## src/gspPkg.sv

```systemverilog
// GSP execution core types
package gspPkg;

	localparam int DataWidth = 32;

	// Host command opcodes
	typedef enum logic [3:0] {
		OP_MOVI = 4'd0,
		OP_ADD  = 4'd1,
		OP_SUB  = 4'd2,
		OP_AND  = 4'd3,
		OP_OR   = 4'd4,
		OP_XOR  = 4'd5,
		OP_SLL  = 4'd6,
		OP_SRL  = 4'd7,
		OP_SRA  = 4'd8,
		OP_DIVU = 4'd9,
		OP_JCC  = 4'd10
	} opcode_t;

	// Jump conditions in jump field code order
	typedef enum logic [3:0] {
		UC = 4'h0,	// Unconditional
		P  = 4'h1,	// Positive
		LS = 4'h2,	// Lower or same
		HI = 4'h3,
		LT = 4'h4,
		GE = 4'h5,
		LE = 4'h6,
		GT = 4'h7,
		LO = 4'h8,	// Carry set
		HS = 4'h9,
		EQ = 4'hA,
		NE = 4'hB,
		V  = 4'hC,
		NV = 4'hD,
		N  = 4'hE,
		NN = 4'hF
	} cond_t;

	// Command sequencer states
	typedef enum logic [1:0] {
		S_IDLE = 2'd0,	// Waiting for cmdReq
		S_EXEC = 2'd1,	// Read and execute
		S_DIV  = 2'd2,	// Divider running
		S_ACK  = 2'd3	// Write back, then hold ack
	} seqState_t;

endpackage

```

## src/gspAlu.sv

```systemverilog
// Integer ALU with flag generation
`timescale 1ns/1ps

module gspAlu (
	input  logic [gspPkg::DataWidth-1:0] opA,
	input  logic [gspPkg::DataWidth-1:0] opB,
	input  gspPkg::opcode_t              op,
	output logic [gspPkg::DataWidth-1:0] aluResult,
	output logic                         aluN,
	output logic                         aluC,
	output logic                         aluZ,
	output logic                         aluV
);
	import gspPkg::*;

	localparam int Msb = DataWidth - 1;

	logic [DataWidth:0] sum;
	logic [DataWidth:0] diff;
	logic [DataWidth:0] shl;	// Carry in the top bit
	logic [DataWidth:0] shr;	// Carry in the bottom bit
	logic [DataWidth:0] sra;
	logic [4:0]         shAmt;

	assign shAmt = opB[4:0];
	assign sum   = {1'b0, opA} + {1'b0, opB};
	assign diff  = {1'b0, opA} - {1'b0, opB};	// Top bit is the borrow
	assign shl   = {1'b0, opA} << shAmt;
	assign shr   = {opA, 1'b0} >> shAmt;
	assign sra   = $unsigned($signed({opA, 1'b0}) >>> shAmt);

	always_comb begin
		aluResult = opA;
		aluC = 1'b0;
		aluV = 1'b0;
		case (op)
			OP_MOVI: aluResult = opB;
			OP_ADD: begin
				aluResult = sum[Msb:0];
				aluC = sum[DataWidth];
				aluV = (opA[Msb] == opB[Msb]) && (sum[Msb] != opA[Msb]);
			end
			OP_SUB: begin
				aluResult = diff[Msb:0];
				aluC = diff[DataWidth];
				aluV = (opA[Msb] != opB[Msb]) && (diff[Msb] != opA[Msb]);
			end
			OP_AND: aluResult = opA & opB;
			OP_OR:  aluResult = opA | opB;
			OP_XOR: aluResult = opA ^ opB;
			OP_SLL: begin
				aluResult = shl[Msb:0];
				aluC = shl[DataWidth];	// Last bit out of the top
			end
			OP_SRL: begin
				aluResult = shr[DataWidth:1];
				aluC = shr[0];
			end
			OP_SRA: begin
				aluResult = sra[DataWidth:1];
				aluC = sra[0];
			end
			default: ;	// Divide and jump pass opA
		endcase
		aluN = aluResult[Msb];
		aluZ = (aluResult == '0);
	end

endmodule

```

## src/gspDivider.sv

```systemverilog
// Unsigned restoring divider
`timescale 1ns/1ps

module gspDivider (
	input  logic                         CLK,
	input  logic                         RST_N,
	input  logic                         divReq,
	input  logic [gspPkg::DataWidth-1:0] dividend,
	input  logic [gspPkg::DataWidth-1:0] divisor,
	output logic                         divAck,
	output logic [gspPkg::DataWidth-1:0] quotient,
	output logic                         divByZero
);
	import gspPkg::*;

	logic                         busy;
	logic [$clog2(DataWidth)-1:0] stepCnt;
	logic [DataWidth-1:0]         remQ;	// Partial remainder
	logic [DataWidth-1:0]         dvsQ;
	logic [DataWidth:0]           remShift;
	logic [DataWidth+1:0]         trial;
	logic                         borrow;
	logic                         start;

	assign start = divReq && !divAck && !busy;

	// Quotient register also shifts the dividend out from the top
	assign remShift = {remQ, quotient[DataWidth-1]};
	assign trial    = {1'b0, remShift} - {2'b00, dvsQ};
	assign borrow   = trial[DataWidth+1];

	always_ff @(posedge CLK or negedge RST_N) begin
		if (!RST_N) begin
			busy <= 1'b0;
			stepCnt <= '0;
			divAck <= 1'b0;
			divByZero <= 1'b0;
		end else if (start) begin
			divByZero <= (divisor == '0);
			divAck <= (divisor == '0);	// No steps for a zero divisor
			busy <= (divisor != '0);
			stepCnt <= '0;
		end else if (busy) begin
			stepCnt <= stepCnt + 1'b1;
			if (&stepCnt) begin
				busy <= 1'b0;
				divAck <= 1'b1;
			end
		end else if (divAck && !divReq) begin
			divAck <= 1'b0;
		end
	end

	always_ff @(posedge CLK) begin
		if (start) begin
			remQ <= '0;
			dvsQ <= divisor;
			quotient <= dividend;
		end else if (busy) begin
			remQ <= borrow ? remShift[DataWidth-1:0] : trial[DataWidth-1:0];
			quotient <= {quotient[DataWidth-2:0], ~borrow};
		end
	end

	// Ack must be released one cycle after the request drops
	assert property (@(posedge CLK) disable iff (!RST_N)
		(!divReq ##1 !divReq) |-> !divAck);

endmodule

```

## src/gspExec.sv

```systemverilog
// GSP execution core top
`timescale 1ns/1ps

module gspExec #(
	parameter int NumRegs = 16
) (
	input  logic                         CLK,
	input  logic                         RST_N,
	input  logic                         cmdReq,
	input  gspPkg::opcode_t              cmdOp,
	input  logic [$clog2(NumRegs)-1:0]   cmdRd,
	input  logic [$clog2(NumRegs)-1:0]   cmdRs,
	input  logic [gspPkg::DataWidth-1:0] cmdImm,
	input  gspPkg::cond_t                cmdCond,
	output logic                         cmdAck,
	output logic [gspPkg::DataWidth-1:0] result,
	output logic                         flagN,
	output logic                         flagC,
	output logic                         flagZ,
	output logic                         flagV,
	output logic                         condTrue
);
	import gspPkg::*;

	localparam int AddrW = $clog2(NumRegs);

	logic [AddrW-1:0]     rdAddr;
	logic [AddrW-1:0]     rsAddr;
	logic [AddrW-1:0]     wrAddr;
	logic                 wrEn;
	logic [DataWidth-1:0] rdData;
	logic [DataWidth-1:0] rsData;
	logic [DataWidth-1:0] wrData;
	logic [DataWidth-1:0] opA;
	logic [DataWidth-1:0] opB;
	opcode_t              aluOp;
	logic [DataWidth-1:0] aluResult;
	logic                 aluN;
	logic                 aluC;
	logic                 aluZ;
	logic                 aluV;
	logic                 divReq;
	logic                 divAck;
	logic [DataWidth-1:0] dividend;
	logic [DataWidth-1:0] divisor;
	logic [DataWidth-1:0] quotient;
	logic                 divByZero;
	logic                 flagWr;
	logic                 updN;
	logic                 updC;
	logic                 updZ;
	logic                 updV;
	logic                 newN;
	logic                 newC;
	logic                 newZ;
	logic                 newV;

	gspSequencer #(.NumRegs(NumRegs)) i_seq (
		.CLK(CLK), .RST_N(RST_N),
		.cmdReq(cmdReq), .cmdOp(cmdOp), .cmdRd(cmdRd), .cmdRs(cmdRs), .cmdImm(cmdImm),
		.rdData(rdData), .rsData(rsData),
		.aluResult(aluResult), .aluN(aluN), .aluC(aluC), .aluZ(aluZ), .aluV(aluV),
		.divAck(divAck), .quotient(quotient), .divByZero(divByZero),
		.cmdAck(cmdAck), .result(result),
		.rdAddr(rdAddr), .rsAddr(rsAddr), .wrEn(wrEn), .wrAddr(wrAddr), .wrData(wrData),
		.opA(opA), .opB(opB), .aluOp(aluOp),
		.divReq(divReq), .dividend(dividend), .divisor(divisor),
		.flagWr(flagWr), .updN(updN), .updC(updC), .updZ(updZ), .updV(updV),
		.newN(newN), .newC(newC), .newZ(newZ), .newV(newV)
	);

	gspRegFile #(.NumRegs(NumRegs)) i_regs (
		.CLK(CLK), .RST_N(RST_N),
		.rdAddr(rdAddr), .rsAddr(rsAddr),
		.wrEn(wrEn), .wrAddr(wrAddr), .wrData(wrData),
		.rdData(rdData), .rsData(rsData)
	);

	gspAlu i_alu (
		.opA(opA), .opB(opB), .op(aluOp),
		.aluResult(aluResult), .aluN(aluN), .aluC(aluC), .aluZ(aluZ), .aluV(aluV)
	);

	gspDivider i_div (
		.CLK(CLK), .RST_N(RST_N),
		.divReq(divReq), .dividend(dividend), .divisor(divisor),
		.divAck(divAck), .quotient(quotient), .divByZero(divByZero)
	);

	gspStatus i_status (
		.CLK(CLK), .RST_N(RST_N),
		.flagWr(flagWr), .updN(updN), .updC(updC), .updZ(updZ), .updV(updV),
		.newN(newN), .newC(newC), .newZ(newZ), .newV(newV),
		.cond(cmdCond),
		.flagN(flagN), .flagC(flagC), .flagZ(flagZ), .flagV(flagV),
		.condTrue(condTrue)
	);

endmodule

```

## src/gspRegFile.sv

```systemverilog
// General register file
`timescale 1ns/1ps

module gspRegFile #(
	parameter int NumRegs = 16
) (
	input  logic                         CLK,
	input  logic                         RST_N,
	input  logic [$clog2(NumRegs)-1:0]   rdAddr,
	input  logic [$clog2(NumRegs)-1:0]   rsAddr,
	input  logic                         wrEn,
	input  logic [$clog2(NumRegs)-1:0]   wrAddr,
	input  logic [gspPkg::DataWidth-1:0] wrData,
	output logic [gspPkg::DataWidth-1:0] rdData,
	output logic [gspPkg::DataWidth-1:0] rsData
);
	import gspPkg::*;

	logic [DataWidth-1:0] regs [NumRegs];

	assign rdData = regs[rdAddr];
	assign rsData = regs[rsAddr];

	always_ff @(posedge CLK or negedge RST_N) begin
		if (!RST_N) begin
			for (int i = 0; i < NumRegs; i++) begin
				regs[i] <= '0;
			end
		end else if (wrEn) begin
			regs[wrAddr] <= wrData;
		end
	end

	// Sequencer must only write existing registers
	assert property (@(posedge CLK) disable iff (!RST_N)
		wrEn |-> (int'(wrAddr) < NumRegs));

endmodule

```

## src/gspSequencer.sv

```systemverilog
// Command handshake and sequencer
`timescale 1ns/1ps

module gspSequencer #(
	parameter int NumRegs = 16
) (
	input  logic                         CLK,
	input  logic                         RST_N,
	input  logic                         cmdReq,
	input  gspPkg::opcode_t              cmdOp,
	input  logic [$clog2(NumRegs)-1:0]   cmdRd,
	input  logic [$clog2(NumRegs)-1:0]   cmdRs,
	input  logic [gspPkg::DataWidth-1:0] cmdImm,
	input  logic [gspPkg::DataWidth-1:0] rdData,
	input  logic [gspPkg::DataWidth-1:0] rsData,
	input  logic [gspPkg::DataWidth-1:0] aluResult,
	input  logic                         aluN,
	input  logic                         aluC,
	input  logic                         aluZ,
	input  logic                         aluV,
	input  logic                         divAck,
	input  logic [gspPkg::DataWidth-1:0] quotient,
	input  logic                         divByZero,
	output logic                         cmdAck,
	output logic [gspPkg::DataWidth-1:0] result,
	output logic [$clog2(NumRegs)-1:0]   rdAddr,
	output logic [$clog2(NumRegs)-1:0]   rsAddr,
	output logic                         wrEn,
	output logic [$clog2(NumRegs)-1:0]   wrAddr,
	output logic [gspPkg::DataWidth-1:0] wrData,
	output logic [gspPkg::DataWidth-1:0] opA,
	output logic [gspPkg::DataWidth-1:0] opB,
	output gspPkg::opcode_t              aluOp,
	output logic                         divReq,
	output logic [gspPkg::DataWidth-1:0] dividend,
	output logic [gspPkg::DataWidth-1:0] divisor,
	output logic                         flagWr,
	output logic                         updN,
	output logic                         updC,
	output logic                         updZ,
	output logic                         updV,
	output logic                         newN,
	output logic                         newC,
	output logic                         newZ,
	output logic                         newV
);
	import gspPkg::*;

	localparam int AddrW = $clog2(NumRegs);

	seqState_t            state;
	opcode_t              opQ;
	logic [AddrW-1:0]     rdQ;
	logic [AddrW-1:0]     rsQ;
	logic [DataWidth-1:0] immQ;
	logic [DataWidth-1:0] resVal;	// Value of rd after the command
	logic                 accept;

	assign accept = cmdReq && !cmdAck;

	assign rdAddr = rdQ;
	assign rsAddr = rsQ;
	assign wrAddr = rdQ;
	assign opA    = rdData;
	assign opB    = (opQ == OP_MOVI) ? immQ : rsData;
	assign aluOp  = opQ;
	assign wrData = resVal;
	assign result = resVal;

	always_ff @(posedge CLK or negedge RST_N) begin
		if (!RST_N) begin
			state <= S_IDLE;
			cmdAck <= 1'b0;
			wrEn <= 1'b0;
			flagWr <= 1'b0;
			divReq <= 1'b0;
		end else begin
			case (state)
				S_IDLE: if (accept) state <= S_EXEC;
				S_EXEC: begin
					if (opQ == OP_DIVU) begin
						divReq <= 1'b1;
						state <= S_DIV;
					end else begin
						wrEn <= (opQ != OP_JCC);	// Jump only reads the flags
						flagWr <= (opQ != OP_JCC);
						state <= S_ACK;
					end
				end
				S_DIV: if (divAck) begin
					divReq <= 1'b0;
					wrEn <= !divByZero;
					flagWr <= 1'b1;
					state <= S_ACK;
				end
				S_ACK: begin
					wrEn <= 1'b0;
					flagWr <= 1'b0;
					if (!cmdAck) begin
						cmdAck <= 1'b1;
					end else if (!cmdReq) begin
						cmdAck <= 1'b0;
						state <= S_IDLE;
					end
				end
				default: state <= S_IDLE;
			endcase
		end
	end

	always_ff @(posedge CLK) begin
		case (state)
			S_IDLE: if (accept) begin
				opQ <= cmdOp;
				rdQ <= cmdRd;
				rsQ <= cmdRs;
				immQ <= cmdImm;
			end
			S_EXEC: begin
				resVal <= (opQ == OP_JCC) ? rdData : aluResult;
				dividend <= opA;
				divisor <= opB;
				{newN, newC, newZ, newV} <= {aluN, aluC, aluZ, aluV};
				case (opQ)
					OP_ADD, OP_SUB, OP_SLL, OP_SRL, OP_SRA: {updN, updC, updZ, updV} <= 4'b1111;
					OP_AND, OP_OR, OP_XOR: {updN, updC, updZ, updV} <= 4'b0011;
					OP_MOVI: {updN, updC, updZ, updV} <= 4'b1011;
					default: {updN, updC, updZ, updV} <= 4'b0000;
				endcase
			end
			S_DIV: if (divAck) begin
				resVal <= divByZero ? rdData : quotient;	// rd kept on zero divisor
				newN <= quotient[DataWidth-1];
				newC <= 1'b0;
				newZ <= (quotient == '0);
				newV <= divByZero;
				{updN, updC, updZ, updV} <= divByZero ? 4'b0001 : 4'b1011;
			end
			default: ;
		endcase
	end

	// Host keeps cmdReq up until it sees the ack
	assert property (@(posedge CLK) disable iff (!RST_N)
		(!cmdReq && !cmdAck) |=> !cmdAck);

endmodule

```

## src/gspStatus.sv

```systemverilog
// Status flags and jump conditions
`timescale 1ns/1ps

module gspStatus (
	input  logic          CLK,
	input  logic          RST_N,
	input  logic          flagWr,
	input  logic          updN,
	input  logic          updC,
	input  logic          updZ,
	input  logic          updV,
	input  logic          newN,
	input  logic          newC,
	input  logic          newZ,
	input  logic          newV,
	input  gspPkg::cond_t cond,
	output logic          flagN,
	output logic          flagC,
	output logic          flagZ,
	output logic          flagV,
	output logic          condTrue
);
	import gspPkg::*;

	always_ff @(posedge CLK or negedge RST_N) begin
		if (!RST_N) begin
			flagN <= 1'b0;
			flagC <= 1'b0;
			flagZ <= 1'b0;
			flagV <= 1'b0;
		end else if (flagWr) begin
			if (updN) flagN <= newN;
			if (updC) flagC <= newC;
			if (updZ) flagZ <= newZ;
			if (updV) flagV <= newV;
		end
	end

	always_comb begin
		case (cond)
			UC: condTrue = 1'b1;
			P:  condTrue = !flagN && !flagZ;
			LS: condTrue = flagC || flagZ;
			HI: condTrue = !flagC && !flagZ;
			LT: condTrue = flagN ^ flagV;
			GE: condTrue = !(flagN ^ flagV);
			LE: condTrue = (flagN ^ flagV) || flagZ;
			GT: condTrue = !flagZ && !(flagN ^ flagV);
			LO: condTrue = flagC;
			HS: condTrue = !flagC;
			EQ: condTrue = flagZ;
			NE: condTrue = !flagZ;
			V:  condTrue = flagV;
			NV: condTrue = !flagV;
			N:  condTrue = flagN;
			NN: condTrue = !flagN;
			default: condTrue = 1'b0;
		endcase
	end

endmodule

```

## config.mk

```make
export PLATFORM = sky130hd
export DESIGN_NAME = gspExec
export DESIGN_NICKNAME = d
export VERILOG_FILES = /design/src/gspPkg.sv /design/src/gspAlu.sv /design/src/gspDivider.sv /design/src/gspExec.sv /design/src/gspRegFile.sv /design/src/gspSequencer.sv /design/src/gspStatus.sv
export SDC_FILE = /design/constraint.sdc
export NUM_CORES = 2
export LEC_CHECK = 0
export BUFFER_PORTS_ARGS = -buffer_cell sky130_fd_sc_hd__clkbuf_2
export CAP_MARGIN = 20
export CORE_MARGIN = 8
export CORE_UTILIZATION = 46
export CTS_CLUSTER_DIAMETER = 200
export DETAILED_ROUTE_END_ITERATION = 10
export PLACE_DENSITY_LB_ADDON = 0.25
export RECOVER_POWER = 100
export REMOVE_ABC_BUFFERS = 1
export SLEW_MARGIN = 20
export SYNTH_ARGS = -nofsm -noshare
export SYNTH_HDL_FRONTEND = slang
export SYNTH_SLANG_ARGS = --single-unit
```

## constraint.sdc

```tcl
create_clock -name CLK -period 13.7 [get_ports CLK]
set_clock_uncertainty 0.05 [all_clocks]
set_input_delay 0.685 -clock CLK [delete_from_list [all_inputs] [get_ports CLK]]
set_output_delay 0.685 -clock CLK [all_outputs]
set_load 0.02 [all_outputs]
```

=== Yosys cells after proc, flatten, opt, wreduce, memory -nomap -nowiden ===
Memories as Yosys holds them, arrays and structs flattened. A register that Yosys moved wholly into a read port is not among the register bits.
Index checks and enable logic that the tools add are counted.

* Add/sub/neg operators: 4
* $lt $le $gt $ge: 3
* Equal/unequal tests: 40
* Shifts and indexed selects: 3
* Multiplexer cells: 63
* Bitwise operators: 7
* Reductions and logical operators: 44

{| class="wikitable"
|+ Operators with widths
! operator !! number
|-
| 512-bit bitwise mux || 1
|-
| 32-bit 2-to-1 mux || 12
|-
| 32-bit one-hot mux with 9 select lines || 1
|-
| 32-bit binary-select mux with 4-bit select || 2
|-
| 32-bit demux with 4-bit select || 1
|-
| 32-bit logical NOT || 3
|-
| 32-bit one-hot mux with 2 select lines || 1
|-
| 4-bit equality test, second input constant || 11
|-
| 33-bit by 32-bit subtractor with 34-bit output || 1
|-
| 32-bit by 32-bit adder with 33-bit output || 1
|-
| 32-bit by 5-bit left shift with 33-bit output || 1
|-
| 33-bit by 5-bit >> shifter with 33-bit output || 1
|-
| 33-bit by 5-bit >>> shifter with 33-bit output || 1
|-
| 32-bit by 32-bit subtractor with 33-bit output || 1
|-
| 32-bit bitwise AND || 1
|-
| 4-bit by 3-bit equality test with 1-bit output, second input constant || 8
|-
| 32-bit bitwise OR || 1
|-
| 32-bit nonzero test || 1
|-
| 32-bit XOR || 1
|-
| 1-bit 2-to-1 mux || 22
|-
| 1-bit one-hot mux with 2 select lines || 10
|-
| 4-bit by 2-bit equality test with 1-bit output, second input constant || 4
|-
| 1-bit one-hot mux with 16 select lines || 1
|-
| 2-bit AND reduction || 7
|-
| 31 further kinds || 70
|}

* Register bits: 774
* ROM bits: 64
* Input port bits: 51
* Word-level logic and storage cells: 212
* Memories kept: 1

{| class="wikitable"
|+ Memory list
! name !! depth !! bits a word !! read ports !! clocked after memory_dff !! wr ports !! line !! source
|-
| (no name shown) || 16 || 4 || 1 || 1 || 0 || gspSequencer.sv:124 || <nowiki>case (opQ)</nowiki>
|}

=== Longest topological paths before layout ===
* Word-level depth: 10
* Depth in mapped cells: 29

=== Cells and area by module ===
Synthesis repeated with hierarchy kept, for this count alone.

* Cell total of the unflattened synthesis: 4,291
* Area, all modules: 50,030.5 µm²

{| class="wikitable"
|+ Modules (own cells, without submodules)
! module !! instances !! cells each !! area an instance (µm²) !! seq. area each (µm²)
|-
| gspRegFile || 1 || 1,675 || 26,452.9 || 12,812.3
|-
| gspAlu || 1 || 1,490 || 10,112.2 || 0.0
|-
| gspSequencer || 1 || 478 || 7,267.0 || 4,654.5
|-
| gspDivider || 1 || 622 || 5,930.7 || 2,762.6
|-
| gspStatus || 1 || 26 || 267.8 || 100.1
|}

=== Worst setup path before layout ===
No wires, ideal clock.

* Path kind: register -> register
* Start point: reg i_seq.rsQ[0], in the netlist i_seq.rsAddr[0]
* End point: reg i_seq.newZ (data pin)
* Library setup time: 0.165 ns
* Data arrival time: 7.420 ns
* Data required time: 13.485 ns
* Setup slack: 6.066 ns
* Cell stages (with the launch flop): 29
* Buffers on the path: 8
* Period minus slack after synthesis: 7.634 ns
* Path through: edfxtp_1 > buf_2 > buf_6 > buf_4 > buf_2 > clkbuf_1 > buf_1 > buf_1 > mux4_2 > mux2i_1 > nor2_1 > a21oi_1 > o21a_1 > ha_1 > clkbuf_1 > inv_1 > o311ai_0 > o21ai_0 > a21bo_2 > o211ai_1 > a2111oi_1 > o22a_1 > and3_1 > nor2_1 > a2111oi_0 > a211o_1 > nand4b_1 > or4b_1 > o31ai_2

* Longest elaborated chain between the ends: 9
* Elaborated cells on any way between the ends: 16

{| class="wikitable"
|+ RTL lines
! element !! line !! source
|-
| from (decl) || gspSequencer.sv:54 || <nowiki>logic [AddrW-1:0] rsQ;</nowiki>
|-
| from (signal assigned) || gspSequencer.sv:116 || <nowiki>rsQ <= cmdRs;</nowiki>
|-
| 4-bit NOT with 5-bit output (not written as such) * || gspRegFile.sv:22 || <nowiki>assign rsData = regs[rsAddr];</nowiki>
|-
| 32-bit binary-select mux with 4-bit select * || gspRegFile.sv:22 ||
|-
| 32-bit 2-to-1 mux (not written as such) * (2 in a row) || gspRegFile.sv:22 ||
|-
| 32-bit 2-to-1 mux * || gspSequencer.sv:65 || <nowiki>assign opB = (opQ == OP_MOVI) ? immQ : rsData;</nowiki>
|-
| 32-bit by 32-bit subtractor with 33-bit output, or another cell as far along || gspAlu.sv:27 || <nowiki>assign diff = {1'b0, opA} - {1'b0, opB};</nowiki>
|-
| 32-bit one-hot mux with 9 select lines * || gspAlu.sv:36 || <nowiki>case (op)</nowiki>
|-
| 32-bit logical NOT * || gspAlu.sv:66 || <nowiki>aluZ = (aluResult == '0);</nowiki>
|-
| 1-bit one-hot mux with 2 select lines * || gspSequencer.sv:112 || <nowiki>case (state)</nowiki>
|-
| to (signal assigned) || gspSequencer.sv:123 || <nowiki>{newN, newC, newZ, newV} <= {aluN, aluC, aluZ, aluV};</nowiki>
|-
| to (signal assigned) || gspSequencer.sv:135 || <nowiki>newZ <= (quotient == '0);</nowiki>
|-
| to (decl) || gspSequencer.sv:44 || <nowiki>output logic newZ,</nowiki>
|}

Every way passes the cells marked *; elsewhere a longest branch is shown, timed or not. The select of a mux whose other input is x is not followed.
A chain may end at the register's enable or synchronous reset.

=== Worst setup path after layout ===
* Start point: reg i_seq.opQ[2], in the netlist i_seq.aluOp[2]
* End point: reg i_seq.newZ (data pin)

* Longest elaborated chain between the ends: 6
* Elaborated cells on any way between the ends: 21

{| class="wikitable"
|+ RTL lines
! element !! line !! source
|-
| from (decl) || gspSequencer.sv:52 || <nowiki>opcode_t opQ;</nowiki>
|-
| from (signal assigned) || gspSequencer.sv:114 || <nowiki>opQ <= cmdOp;</nowiki>
|-
| 4-bit logical NOT || gspAlu.sv:36, gspSequencer.sv:65 ||
|-
| 32-bit 2-to-1 mux || gspSequencer.sv:65 ||
|-
| 32-bit by 32-bit subtractor with 33-bit output, or another cell as far along || gspAlu.sv:27 ||
|-
| 32-bit one-hot mux with 9 select lines * || gspAlu.sv:36 ||
|-
| 32-bit logical NOT * || gspAlu.sv:66 ||
|-
| 1-bit one-hot mux with 2 select lines * || gspSequencer.sv:112 ||
|}

Every way passes the cells marked *; elsewhere a longest branch is shown, timed or not.

==> metrics <==
wire length per cell 31.2 um; CTS resizes 0; Peak supply drop 0.000212 V; WS Path Type flop to flop; clock power share 16.1%; Antenna Nets Post-Route 0; HPWL after DPL 120000 um; fin nets 4285; dpl cell area 50000 um^2; gpl congestion 1.09; RSZ-0062 raised after global routing no; PwrDens 281 nW/um^2; overall power 14.8 mW; 1st-pass router iterations 8; sequential area share after synthesis 42.0%; most frequent cells in the layout mux2_2, dfrtp_1, nand2_1, mux4_2, nor2_1; delay-heaviest family, CP simple AND/OR/NAND/NOR gates; largest net degree at the start of global routing 168; Yosys reg bits 777; Total GRT Usage 29.3%; Num CTS Buffers 87; Syn Area/Cell 11.6 um^2; root buf cell clkbuf_16; Critical Path RT 14.18 ns; worst skew pair latency 0.69 ns; vias in the first global route 36400; max cap viols 36; Startpoint Class flop; number of H-tree levels 3; Least-Margin Pin Slew 5.34 ns; Cells after Synth 4165; die area 116000 um^2; CP max-delay cell clkbuf_1; number of synthesized flops with an enable pin 212; Max clock buf depth 3; synthesis-to-layout area growth 8.82%; crit path max fanout 57; count of final max-slew check failures 1465; die height 340 um; initial DRC count 4296; layout cells sized above 1 27.2%; CTS tree built; Hold Crit Class primary input to flop; first-pass GRT wire length 256000 um; I/O Buffers 88; initial antenna violation count 3; Clock transition at path regs 0.08 ns; synth warn 0; Fmax 0.0949 GHz; final wirelength 174000 um; Cell Area, Synth 48400 um^2; failing checks max-capacitance violations, max-slew violations; Initial Util 46.1%; Top-Level Pins 89; commonest non-fill, non-tap cell in the layout mux2_2; vias 37000; Async SR Flop Fraction 68.2%; CP arrival 11.02 ns; dpl cells 5410; crit-path cells clkbuf_1 -> or4_1 -> nand2b_1 -> o221a_2 -> clkbuf_1 -> inv_2 -> buf_4 -> ha_1 -> nor3b_1 -> nor3_1 -> o31ai_1 -> a2111oi_0 -> nor3b_1 -> nor2b_1 -> xor2_1 -> a221oi_1 -> a22oi_1 -> a211oi_1 -> nand4_1 -> nor4b_2 -> nand4_1 -> or4b_1 -> o31ai_2; Die Wd 340 um; Combinational Power Share 53.1%; Slew HR -256%; worst path bufs/invs 4; Core ar. 105000 um^2; hold buffer count at CTS 1; Top FF cell, synth dfrtp_1; Total Neg Setup Slack 0 ns; switching share of power 45.4%; Sink Count 777; Final min period 10.54 ns; sw power 6.71 mW; postcts setup bufs 0; grt total ovfl 0; fin util 50.2%; Sequential Power Share 30.8%; crit-path max cell delay 2.26 ns; Fin. Hold Viols 0; post-synthesis cell type count 97; floorplan row count 119; outcome finished, violations left; Leakage Power 20.9 nW; Vias/cell 6.65; final setup fails 0; Final Cycle Share 76.9%; non-filler instance count after layout 5575; Pint 8.08 mW; DR DRC count 0; Final Cell Area 52600 um^2; Crit. End Element flop
metrics by stage:
stage	hold WS [ns]	setup slack, ns
3_5_place_dp	0.389	5.27
4_1_cts	0.0899	5.24
2_1_floorplan	0.339	1.72
3_3_place_gp	0.380	5.40
6_report	0.129	3.16
5_1_grt	0.114	2.59
synthesized netlist by cell type, types with 60 or more instances:
master / instances / area share, %
dfrtp_1: 530 / 27
clkbuf_1: 214 / 1.7
inv_1: 134 / 1.0
nand3_1: 80 / 0.83
mux2i_1: 81 / 1.7
nor2_1: 232 / 1.8
nor3_1: 60 / 0.62
edfxtp_1: 212 / 13
nand2_1: 341 / 2.6
a21oi_1: 213 / 2.2
mux2_2: 559 / 13
o21ai_0: 179 / 1.9
mux4_2: 293 / 14
ha_1: 123 / 3.2
area by class of cell:
| class | count | area (um^2) |
|---|---|---|
| clock buffers | 117 | 2400 |
| well taps | 1391 | 1740 |
| repair buffers | 183 | 1020 |
| clock inverters | 46 | 478 |
| flip-flops and latches | 777 | 20300 |
| multi-input cells | 2918 | 26100 |
| diodes | 1 | 2.50 |
| fillers | 9361 | 52200 |
| inverters | 142 | 534 |
layer usage:
layer | track usage [%] | routed length (um) | vias to the layer above
met5 | 0 | 0 | -
met4 | 9.95 | 6620 | 0
met3 | 6.52 | 16100 | 340
met2 | 44.3 | 77400 | 1867
met1 | 41.9 | 73700 | 19000
li1 | - | - | 15800
cell families after synthesis:
family | Yosys count | share of synthesized area [%]
fa+ha+maj | 125 | 3.27
buf+inv | 470 | 4.09
simple gates | 917 | 8.67
flops | 777 | 42.0
xor+xnor | 39 | 0.706
mux | 943 | 28.9
compound gates | 894 | 12.4
final timing paths:
check	slack, ns	endpoint	cells past startpoint	from
max in group asynchronous	4.48	i_regs.regs[473]	5	RST_N
min in group asynchronous	2.48	i_div.divByZero	2	RST_N
worst min-delay path	0.13	i_seq.immQ[10]	1	cmdImm[10]
worst max-delay path	3.16	i_seq.newZ	23	i_seq.aluOp[2]
worst min register to register	0.40	i_div.dvsQ[2]	0	i_seq.divisor[2]
worst max register to register	3.16	i_seq.newZ	23	i_seq.aluOp[2]
worst register-to-register path, stage by stage, from the launching register on:
cell and delay [ns]:
edfxtp_1 0.36, clkbuf_1 0.48, or4_1 0.98, nand2b_1 0.69, o221a_2 0.32, clkbuf_1 2.26, inv_2 0, buf_4 0.39
ha_1 0.36, nor3b_1 0.17, nor3_1 0.43, o31ai_1 0.20, a2111oi_0 0.62, nor3b_1 0.13, nor2b_1 0.50, xor2_1 0.13
a221oi_1 0.35, a22oi_1 0.15, a211oi_1 0.24, nand4_1 0.19, nor4b_2 0.35, nand4_1 0.21, or4b_1 0.64, o31ai_2 0.20
registers in the layout, summed over array words and instances (netlist names), 2 cells and up, named ones only:
| register | flops |
|---|---|
| i_seq.aluOp | 4 |
| i_seq.result | 32 |
| i_div.quotient | 32 |
| i_div.dvsQ | 32 |
| i_seq.state | 2 |
| i_div.stepCnt | 5 |
| i_div.remQ | 32 |
| i_seq.immQ | 32 |
| i_seq.rsAddr | 4 |
| i_seq.dividend | 32 |
| i_seq.rdAddr | 4 |
| i_seq.divisor | 32 |
| i_regs.regs | 512 |
power by group through the flow:
stage	Combinational, mW	Sequential [mW]	Clock, mW
after floorplan	5.10	4.30	0
after global placement	7.59	4.51	0
after detailed placement	7.60	4.55	0
after CTS	7.64	4.53	2.42
after global routing	8.29	4.72	2.51
final	7.85	4.56	2.38
Note: power is estimated with default switching activity, not from simulation.
